`config.mk`:
```
export PLATFORM = sky130hd
export DESIGN_NAME = ds_hpsdr_top
export DESIGN_NICKNAME = d
export VERILOG_FILES = /design/src/hdl/hpsdr_pkg.sv /design/src/hdl/ds_unpack.sv /design/src/hdl/run_watchdog.sv /design/src/hdl/iq_sample_fifo.sv /design/src/hdl/cmd_regfile.sv /design/src/hdl/ds_hpsdr_top.sv
export SDC_FILE = /design/constraint.sdc
export NUM_CORES = 2
export LEC_CHECK = 0
export BUFFER_PORTS_ARGS = -buffer_cell sky130_fd_sc_hd__clkbuf_2
export CAP_MARGIN = 20
export CORE_UTILIZATION = 30
export CTS_BUF_LIST = sky130_fd_sc_hd__clkbuf_4
export CTS_CLUSTER_SIZE = 25
export DETAILED_ROUTE_END_ITERATION = 8
export GPL_TIMING_DRIVEN = 0
export SLEW_MARGIN = 20
export SYNTH_ARGS = -nofsm -noshare
export SYNTH_HDL_FRONTEND = slang
export SYNTH_HIERARCHICAL = 1
export SYNTH_SLANG_ARGS = --single-unit
```
`constraint.sdc`:
```
create_clock -name clk -period 5.05 [get_ports clk]
set_input_delay 1.515 -clock clk [delete_from_list [all_inputs] [get_ports clk]]
set_output_delay 1.515 -clock clk [all_outputs]
set_load 0.03 [all_outputs]
```
`src/hdl/hpsdr_pkg.sv`:
```
// Widths, typedefs, unpacker state encoding and protocol constants for the downstream path
package hpsdr_pkg;

  typedef logic [7:0]  byte_t;
  typedef logic [15:0] port_t;
  typedef logic [5:0]  cmd_addr_t;
  typedef logic [31:0] cmd_word_t;
  // I in the upper half, Q in the lower half
  typedef logic [31:0] iq_sample_t;
  typedef logic [3:0]  seq_t;

  typedef enum logic [4:0] {
    ST_START, ST_PREAMBLE, ST_DECODE, ST_RUNSTOP, ST_DISCOVERY, ST_ENDPOINT,
    ST_SEQ3, ST_SEQ2, ST_SEQ1, ST_SEQ0,
    ST_SYNC2, ST_SYNC1, ST_SYNC0,
    ST_CMDCTRL, ST_CMDDATA3, ST_CMDDATA2, ST_CMDDATA1, ST_CMDDATA0,
    ST_PUSHI1, ST_PUSHI0, ST_PUSHQ1, ST_PUSHQ0
  } ds_state_t;

  // Ports 1024 and 1025 share this upper part
  localparam logic [14:0] BASE_PORT_HI = 15'd512;

  localparam byte_t SYNC_BYTE     = 8'h7f;
  localparam byte_t PREAMBLE_BYTE = 8'hfe;

  // Packet type codes
  localparam byte_t PKT_DATA     = 8'h01;
  localparam byte_t PKT_DISCOVER = 8'h02;
  localparam byte_t PKT_RUNSTOP  = 8'h04;
  localparam byte_t PKT_CMDONLY  = 8'h05;

endpackage

```
`src/hdl/ds_unpack.sv`:
```
// Downstream byte-level protocol FSM with sequence check and I/Q sample assembly
`timescale 1ns/1ps

module ds_unpack import hpsdr_pkg::*; #(
  parameter int FRAME_SAMPLES = 63
) (
  input  logic       clk,
  input  logic       rst,
  input  port_t      eth_port,
  input  logic       eth_broadcast,
  input  logic       eth_valid,
  input  byte_t      eth_data,
  input  logic       eth_unreachable,
  input  logic       abort,
  output logic       cmd_we,
  output cmd_addr_t  cmd_addr,
  output cmd_word_t  cmd_data,
  output logic       cmd_resprqst,
  output logic       ptt,
  output logic       runstop_we,
  output byte_t      runstop_byte,
  output logic       pkt_seen,
  output logic       ds_pkt_cnt,
  output logic       discover_cnt,
  output logic       discover_port,
  output logic       sample_we,
  output iq_sample_t sample_in
);

  localparam int CNT_W = $clog2(FRAME_SAMPLES + 1);

  ds_state_t        state;
  seq_t             seq_ref;
  seq_t             seq_diff;
  logic             relax;
  logic             push_en;
  logic             cmd_only;
  logic             frame_cnt;
  logic [CNT_W-1:0] sample_cnt;
  logic [23:0]      iq_hold;

  // Distance from the last accepted packet, 1..7 counts as in order
  assign seq_diff = eth_data[3:0] - seq_ref;

  // Data packet start clears the watchdog
  assign pkt_seen = eth_valid && (state == ST_SEQ1);

  always_ff @(posedge clk) begin
    cmd_we     <= 1'b0;
    runstop_we <= 1'b0;
    sample_we  <= 1'b0;
    if (rst) begin
      state         <= ST_START;
      ptt           <= 1'b0;
      seq_ref       <= '1;
      relax         <= 1'b0;
      push_en       <= 1'b0;
      cmd_only      <= 1'b0;
      frame_cnt     <= 1'b0;
      sample_cnt    <= '0;
      ds_pkt_cnt    <= 1'b0;
      discover_cnt  <= 1'b0;
      discover_port <= 1'b0;
    end else if (abort || eth_unreachable) begin
      state <= ST_START;
      ptt   <= 1'b0;
    end else if (!eth_valid) begin
      state <= ST_START;
    end else begin
      state <= ST_START;
      case (state)
        ST_START: begin
          if (eth_data[7:4] == 4'he && eth_port[15:1] == BASE_PORT_HI) begin
            relax <= eth_data[1];
            state <= ST_PREAMBLE;
          end
        end
        ST_PREAMBLE: begin
          if (eth_data == PREAMBLE_BYTE) state <= ST_DECODE;
        end
        ST_DECODE: begin
          cmd_only <= 1'b0;
          if (eth_data == PKT_DATA) begin
            state <= ST_ENDPOINT;
          end else if (eth_data == PKT_RUNSTOP) begin
            state <= ST_RUNSTOP;
          end else if (eth_data == PKT_DISCOVER) begin
            discover_cnt  <= ~discover_cnt;
            discover_port <= eth_port[0];
            state         <= ST_DISCOVERY;
          end else if (eth_data == PKT_CMDONLY && eth_port[0] && !eth_broadcast) begin
            // Straight to the last sync byte
            cmd_only <= 1'b1;
            state    <= ST_SYNC0;
          end
        end
        ST_RUNSTOP: begin
          runstop_we   <= 1'b1;
          runstop_byte <= eth_data;
        end
        // Ignore padding until the packet ends
        ST_DISCOVERY: state <= ST_DISCOVERY;
        ST_ENDPOINT: begin
          if (eth_data == 8'h02) state <= ST_SEQ3;
        end
        ST_SEQ3: state <= ST_SEQ2;
        ST_SEQ2: state <= ST_SEQ1;
        ST_SEQ1: begin
          ds_pkt_cnt <= ~ds_pkt_cnt;
          state      <= ST_SEQ0;
        end
        ST_SEQ0: begin
          frame_cnt <= 1'b0;
          if (seq_diff != '0 && !seq_diff[3]) begin
            seq_ref <= eth_data[3:0];
            push_en <= 1'b1;
          end else begin
            push_en <= relax;
          end
          state <= ST_SYNC2;
        end
        ST_SYNC2: begin
          sample_cnt <= '0;
          if (eth_data == SYNC_BYTE) state <= ST_SYNC1;
        end
        ST_SYNC1: begin
          sample_cnt <= '0;
          if (eth_data == SYNC_BYTE) state <= ST_SYNC0;
        end
        ST_SYNC0: begin
          sample_cnt <= '0;
          if (&eth_data[7:2]) state <= ST_CMDCTRL;
        end
        ST_CMDCTRL: begin
          cmd_resprqst <= eth_data[7];
          cmd_addr     <= eth_data[6:1];
          ptt          <= eth_data[0];
          state        <= ST_CMDDATA3;
        end
        ST_CMDDATA3: begin
          cmd_data[31:24] <= eth_data;
          state           <= ST_CMDDATA2;
        end
        ST_CMDDATA2: begin
          cmd_data[23:16] <= eth_data;
          state           <= ST_CMDDATA1;
        end
        ST_CMDDATA1: begin
          cmd_data[15:8] <= eth_data;
          state          <= ST_CMDDATA0;
        end
        ST_CMDDATA0: begin
          cmd_data[7:0] <= eth_data;
          cmd_we        <= 1'b1;
          state         <= cmd_only ? ST_START : ST_PUSHI1;
        end
        ST_PUSHI1: begin
          iq_hold[23:16] <= eth_data;
          state          <= ST_PUSHI0;
        end
        ST_PUSHI0: begin
          iq_hold[15:8] <= eth_data;
          state         <= ST_PUSHQ1;
        end
        ST_PUSHQ1: begin
          iq_hold[7:0] <= eth_data;
          state        <= ST_PUSHQ0;
        end
        ST_PUSHQ0: begin
          sample_we <= push_en && ptt;
          sample_in <= {iq_hold, eth_data};
          if (sample_cnt == CNT_W'(FRAME_SAMPLES - 1)) begin
            // Second frame follows the first, then the packet is done
            if (!frame_cnt) begin
              frame_cnt <= 1'b1;
              state     <= ST_SYNC2;
            end
          end else begin
            sample_cnt <= sample_cnt + 1'b1;
            state      <= ST_PUSHI1;
          end
        end
        default: state <= ST_START;
      endcase
    end
  end

endmodule

```
`src/hdl/run_watchdog.sv`:
```
// Run and wide-spectrum flags with watchdog disable and timeout counter
`timescale 1ns/1ps

module run_watchdog import hpsdr_pkg::*; #(
  parameter int WDOG_BITS = 12
) (
  input  logic  clk,
  input  logic  rst,
  input  logic  runstop_we,
  input  byte_t runstop_byte,
  input  logic  pkt_seen,
  input  logic  watchdog_up,
  input  logic  eth_unreachable,
  output logic  run,
  output logic  wide_spectrum,
  output logic  abort
);

  logic                 wdog_dis;
  logic [WDOG_BITS-1:0] wdog_cnt;

  // Timeout or lost link stops the radio
  assign abort = eth_unreachable || (&wdog_cnt);

  always_ff @(posedge clk) begin
    if (rst) begin
      run           <= 1'b0;
      wide_spectrum <= 1'b0;
      wdog_dis      <= 1'b0;
    end else if (abort) begin
      run           <= 1'b0;
      wide_spectrum <= 1'b0;
    end else if (runstop_we) begin
      run           <= runstop_byte[0];
      wide_spectrum <= runstop_byte[1];
      wdog_dis      <= runstop_byte[7];
    end
  end

  // Counts only while running without data packets
  always_ff @(posedge clk) begin
    if (rst || !run || wdog_dis || pkt_seen || abort) begin
      wdog_cnt <= '0;
    end else if (watchdog_up) begin
      wdog_cnt <= wdog_cnt + 1'b1;
    end
  end

endmodule

```
`src/hdl/iq_sample_fifo.sv`:
```
// Transmit I/Q sample FIFO with show-ahead ready/valid output and drop counter
`timescale 1ns/1ps

module iq_sample_fifo import hpsdr_pkg::*; #(
  parameter int FIFO_DEPTH = 16
) (
  input  logic        clk,
  input  logic        rst,
  input  logic        sample_we,
  input  iq_sample_t  sample_in,
  input  logic        sample_ready,
  output logic        sample_valid,
  output iq_sample_t  sample_data,
  output logic [15:0] drop_cnt
);

  localparam int AW = (FIFO_DEPTH > 1) ? $clog2(FIFO_DEPTH) : 1;
  localparam int CW = $clog2(FIFO_DEPTH + 1);

  iq_sample_t    mem [FIFO_DEPTH];
  logic [AW-1:0] wr_ptr;
  logic [AW-1:0] rd_ptr;
  logic [CW-1:0] count;
  logic          full;
  logic          push;
  logic          pop;

  assign full         = (count == CW'(FIFO_DEPTH));
  assign sample_valid = (count != '0);
  assign sample_data  = mem[rd_ptr];
  assign push         = sample_we && !full;
  assign pop          = sample_valid && sample_ready;

  always_ff @(posedge clk) begin
    if (push) mem[wr_ptr] <= sample_in;
  end

  always_ff @(posedge clk) begin
    if (rst) begin
      wr_ptr   <= '0;
      rd_ptr   <= '0;
      count    <= '0;
      drop_cnt <= '0;
    end else begin
      if (push) wr_ptr <= (wr_ptr == AW'(FIFO_DEPTH - 1)) ? '0 : wr_ptr + 1'b1;
      if (pop) rd_ptr <= (rd_ptr == AW'(FIFO_DEPTH - 1)) ? '0 : rd_ptr + 1'b1;
      case ({push, pop})
        2'b10:   count <= count + 1'b1;
        2'b01:   count <= count - 1'b1;
        default: count <= count;
      endcase
      // No room, sample is lost
      if (sample_we && full) drop_cnt <= drop_cnt + 1'b1;
    end
  end

endmodule

```
`src/hdl/cmd_regfile.sv`:
```
// Command word store with Wishbone classic read port and response request counter
`timescale 1ns/1ps

module cmd_regfile import hpsdr_pkg::*; (
  input  logic       clk,
  input  logic       rst,
  input  logic       cmd_we,
  input  cmd_addr_t  cmd_addr,
  input  cmd_word_t  cmd_data,
  input  logic       cmd_resprqst,
  input  logic       wb_cyc,
  input  logic       wb_stb,
  input  logic       wb_we,
  input  cmd_addr_t  wb_adr,
  output cmd_word_t  wb_dat_r,
  output logic       wb_ack,
  output logic [7:0] resp_cnt
);

  localparam int NUM_REGS = 2 ** $bits(cmd_addr_t);

  cmd_word_t regs [NUM_REGS];
  logic      wb_req;

  assign wb_req = wb_cyc && wb_stb;

  // Command words from the unpacker, cleared on reset
  always_ff @(posedge clk) begin
    if (rst) begin
      for (int i = 0; i < NUM_REGS; i++) begin
        regs[i] <= '0;
      end
    end else if (cmd_we) begin
      regs[cmd_addr] <= cmd_data;
    end
  end

  // Commands asking the card for a reply
  always_ff @(posedge clk) begin
    if (rst) begin
      resp_cnt <= '0;
    end else if (cmd_we && cmd_resprqst) begin
      resp_cnt <= resp_cnt + 1'b1;
    end
  end

  // Single-cycle ack, one cycle after the request
  always_ff @(posedge clk) begin
    if (rst) begin
      wb_ack <= 1'b0;
    end else begin
      wb_ack <= wb_req && !wb_ack;
    end
  end

  // Host writes get an ack but change nothing
  always_ff @(posedge clk) begin
    if (wb_req && !wb_we) begin
      wb_dat_r <= regs[wb_adr];
    end
  end

endmodule

```
`src/hdl/ds_hpsdr_top.sv`:
```
// Downstream HPSDR top level with unpacker, watchdog, command store and sample FIFO
`timescale 1ns/1ps

module ds_hpsdr_top import hpsdr_pkg::*; #(
  parameter int FRAME_SAMPLES = 63,
  parameter int FIFO_DEPTH    = 16,
  parameter int WDOG_BITS     = 12
) (
  input  logic        clk,
  input  logic        rst,
  input  port_t       eth_port,
  input  logic        eth_broadcast,
  input  logic        eth_valid,
  input  byte_t       eth_data,
  input  logic        eth_unreachable,
  input  logic        watchdog_up,
  output logic        ptt,
  output logic        run,
  output logic        wide_spectrum,
  output logic        discover_cnt,
  output logic        discover_port,
  output logic        ds_pkt_cnt,
  output logic        sample_valid,
  output iq_sample_t  sample_data,
  input  logic        sample_ready,
  output logic [15:0] drop_cnt,
  input  logic        wb_cyc,
  input  logic        wb_stb,
  input  logic        wb_we,
  input  cmd_addr_t   wb_adr,
  output cmd_word_t   wb_dat_r,
  output logic        wb_ack,
  output logic [7:0]  resp_cnt
);

  logic       cmd_we;
  cmd_addr_t  cmd_addr;
  cmd_word_t  cmd_data;
  logic       cmd_resprqst;
  logic       runstop_we;
  byte_t      runstop_byte;
  logic       pkt_seen;
  logic       abort;
  logic       sample_we;
  iq_sample_t sample_in;

  ds_unpack #(
    .FRAME_SAMPLES(FRAME_SAMPLES)
  ) i_ds_unpack (
    .clk            (clk),
    .rst            (rst),
    .eth_port       (eth_port),
    .eth_broadcast  (eth_broadcast),
    .eth_valid      (eth_valid),
    .eth_data       (eth_data),
    .eth_unreachable(eth_unreachable),
    .abort          (abort),
    .cmd_we         (cmd_we),
    .cmd_addr       (cmd_addr),
    .cmd_data       (cmd_data),
    .cmd_resprqst   (cmd_resprqst),
    .ptt            (ptt),
    .runstop_we     (runstop_we),
    .runstop_byte   (runstop_byte),
    .pkt_seen       (pkt_seen),
    .ds_pkt_cnt     (ds_pkt_cnt),
    .discover_cnt   (discover_cnt),
    .discover_port  (discover_port),
    .sample_we      (sample_we),
    .sample_in      (sample_in)
  );

  run_watchdog #(
    .WDOG_BITS(WDOG_BITS)
  ) i_run_watchdog (
    .clk            (clk),
    .rst            (rst),
    .runstop_we     (runstop_we),
    .runstop_byte   (runstop_byte),
    .pkt_seen       (pkt_seen),
    .watchdog_up    (watchdog_up),
    .eth_unreachable(eth_unreachable),
    .run            (run),
    .wide_spectrum  (wide_spectrum),
    .abort          (abort)
  );

  iq_sample_fifo #(
    .FIFO_DEPTH(FIFO_DEPTH)
  ) i_iq_sample_fifo (
    .clk         (clk),
    .rst         (rst),
    .sample_we   (sample_we),
    .sample_in   (sample_in),
    .sample_ready(sample_ready),
    .sample_valid(sample_valid),
    .sample_data (sample_data),
    .drop_cnt    (drop_cnt)
  );

  cmd_regfile i_cmd_regfile (
    .clk         (clk),
    .rst         (rst),
    .cmd_we      (cmd_we),
    .cmd_addr    (cmd_addr),
    .cmd_data    (cmd_data),
    .cmd_resprqst(cmd_resprqst),
    .wb_cyc      (wb_cyc),
    .wb_stb      (wb_stb),
    .wb_we       (wb_we),
    .wb_adr      (wb_adr),
    .wb_dat_r    (wb_dat_r),
    .wb_ack      (wb_ack),
    .resp_cnt    (resp_cnt)
  );

endmodule

```
==> impl_results.md <==
- Status: complete, but fails checks
- Failing checks: negative setup slack
- CP Class: input pin to flip-flop
- Final hold vios: 0
- Antenna-violating nets left: 0
- CP startpoint kind: input pin
- Fin worst setup slack: -0.0982 ns
- CTS sink cnt: between 2000 and 3000
- CTS Root Buffer Type: clkbuf_4
- Layout area overhead: 15.9%
- Die area: approximately 400000 um2
- Worst Setup End Kind: flip-flop
- Die Width: 636 um
- Vias post-DR: approximately 75000
- # Max-Cap Violations: 0
- Initial Util: 0.302
- Total number of yosys warnings: 6
- Filler Cells Inserted: between 30000 and 40000
- Port-buffer cells: 130
- Final period util: 1.02
- Leak: approximately 47 nW
- Syn Nets: 7492
- VDD IR max: roughly 0.22 mV
- I/O pin count: 136
- Grt total ovfl: 0
- Vias in the first global route: 74500
- Syn Area/Cell: 16.2 um2
- Syn Inst Count: about 7400
- Clk buf depth: 4
- WP data arrival: 6.39 ns
- Initial antenna violation count: 37
- Total GRT Usage: 0.213
- Final instance area: between 100000 and 150000 um2
- Cell Area, Placed: approximately 130000 um2
- TNS Setup: -0.0982 ns
- Slew HR: 0.0853
- Die height: about 640 um
- First-pass DRT Iterations: 8
- PwrDens: 367 nW/um2
- Layout cell share with drive strength beyond 1: 0.273
- Total Wirelength: about 440000 um
- Unrepaired setup endpoints after global routing: true
- Final slew viol count: 0
- Hpwl dp: 298000 um
- Worst-path maximum fanout: 10
- Number of nets in the layout: around 8400
- Worst EP required: ~6.3 ns
- First-pass GRT wire length: 596000 um
- Core box area: 399000 um2
- H-tree Lvls: 6
- Routability Congestion: just under 1
- Num rows: 232
- Clk_skew: 0.265 ns
- Register area: roughly 80000 um2
- Hold Crit Class: input pin to flip-flop
- Multi-input logic area: 35700 um2
- Pin count of the biggest net entering global routing: 33
- Synthesized cell area: around 120000 um2
- Clock transition at path regs: roughly 0.070 ns
- DRT iter0 DRCs: around 10000
- Final min period: 5.15 ns
- Vias/cell: about 5.3
- CTS tree: built
- DRC: 0
- Clk_lat worst skew: between 1.5 and 2 ns
- WL/cell: ~31 um
- TritonCTS buffer count: between 600 and 700
- Tightest Pin Transition: around 1.4 ns
- Endpoints failing setup: 1
- Highest clock rate: about 190 MHz
[layer usage]
| layer | share of wire | routed length (um) | up-vias | global-route usage |
|---|---|---|---|---|
| met5 | 0.00045 | 202 | - | 0 |
| met4 | 0.073 | 32600 | 14 | 0.141 |
| met3 | 0.12 | 51100 | 1132 | 0.0631 |
| met2 | 0.45 | 199000 | 4962 | 0.326 |
| met1 | 0.36 | 161000 | 39100 | 0.261 |
| li1 | - | - | 30200 | - |
[final timing paths]
check	from	endpoint	slack, ns	cells past startpoint
max	wb_adr[1]	i_cmd_regfile/wb_dat_r[12]	-0.1	9
min	wb_stb	i_cmd_regfile/wb_ack	0.20	3
max reg2reg	i_ds_unpack/cmd_we	i_cmd_regfile/regs[16][10]	0.74	4
min reg2reg	i_ds_unpack/iq_hold[0]	i_ds_unpack/sample_in[8]	0.38	0
[cells in the final DEF (no fill, tap or decap), types with 48 or more instances in the layout]
cell	count
clkinv_1	117
clkbuf_1	448
dfxtp_1	82
nor2_1	185
mux2_2	68
clkbuf_2	125
nand2_1	74
mux4_2	594
edfxtp_1	2690
and2_1	2052
mux2i_1	131
buf_2	102
a22oi_2	48
buf_4	86
clkbuf_4	1004
a21oi_1	66
or2_2	51
o22ai_1	141
[sequential cells by signal, summed over array words and instances, names as in the netlist, 3 cells and up, named ones only]
name                       flops
i_cmd_regfile/regs          2048
i_cmd_regfile/wb_dat_r        32
i_ds_unpack/iq_hold           24
i_ds_unpack/cmd_addr           6
i_ds_unpack/runstop_byte       3
i_ds_unpack/state              5
i_iq_sample_fifo/mem         512
i_run_watchdog/wdog_cnt       12
i_ds_unpack/sample_in         32
i_cmd_regfile/resp_cnt         8
i_ds_unpack/cmd_data          32
i_ds_unpack/seq_ref            4
i_iq_sample_fifo/count         5
i_iq_sample_fifo/rd_ptr        4
i_iq_sample_fifo/wr_ptr        4
i_ds_unpack/sample_cnt         6
i_iq_sample_fifo/drop_cnt     16
[worst max-delay path, cell delays in order]
cell and delay (ns):
buf_2 0.19, buf_4 0.30, buf_2 0.53, nand2_1 0.87
buf_2 0.74, o22ai_1 0.30, o22ai_1 0.73, nor2_1 0.11
a211oi_1 1.03
[stage by stage]
stage          std cells  power, W  hold WS [ns]  setup WS (ns)  utilization
6_report           14100    0.0512         0.200        -0.0982        0.350
3_3_place_gp       12800    0.0318         0.401          -1.94        0.320
2_1_floorplan       7435    0.0297         0.400           1.03            -
4_1_cts            14100    0.0512        0.0600         -0.114        0.348
3_5_place_dp       12900    0.0319         0.405          -1.30        0.324
5_1_grt            14100    0.0528         0.170         -0.104        0.349
[final cells by class]
type                       count  area share
tap                         5265      0.0472
timing repair buffer         236      0.0197
multi-input combinational   3955       0.256
sequential                  2773       0.590
clock inverter               192     0.00889
clock buffer                 991      0.0533
inverter                      24    0.000645
buffer                       680      0.0238
antenna                       30    0.000538
[timing repair]
action | in CTS | in global routing
endpoints found under the setup margin | 32 | 31
pin swaps | 19 | 55
gates resized for setup | 248 | 84
setup buffers | 0 | 16
hold buffers | 0 | 0
cloned | 3 | 2
[where the power goes]
part	internal (W)	switching, W
Sequential	0.0260	0.000272
Clock	0.00957	0.00940
Combinational	0.00245	0.00355
(Power assumes the default switching activity.)
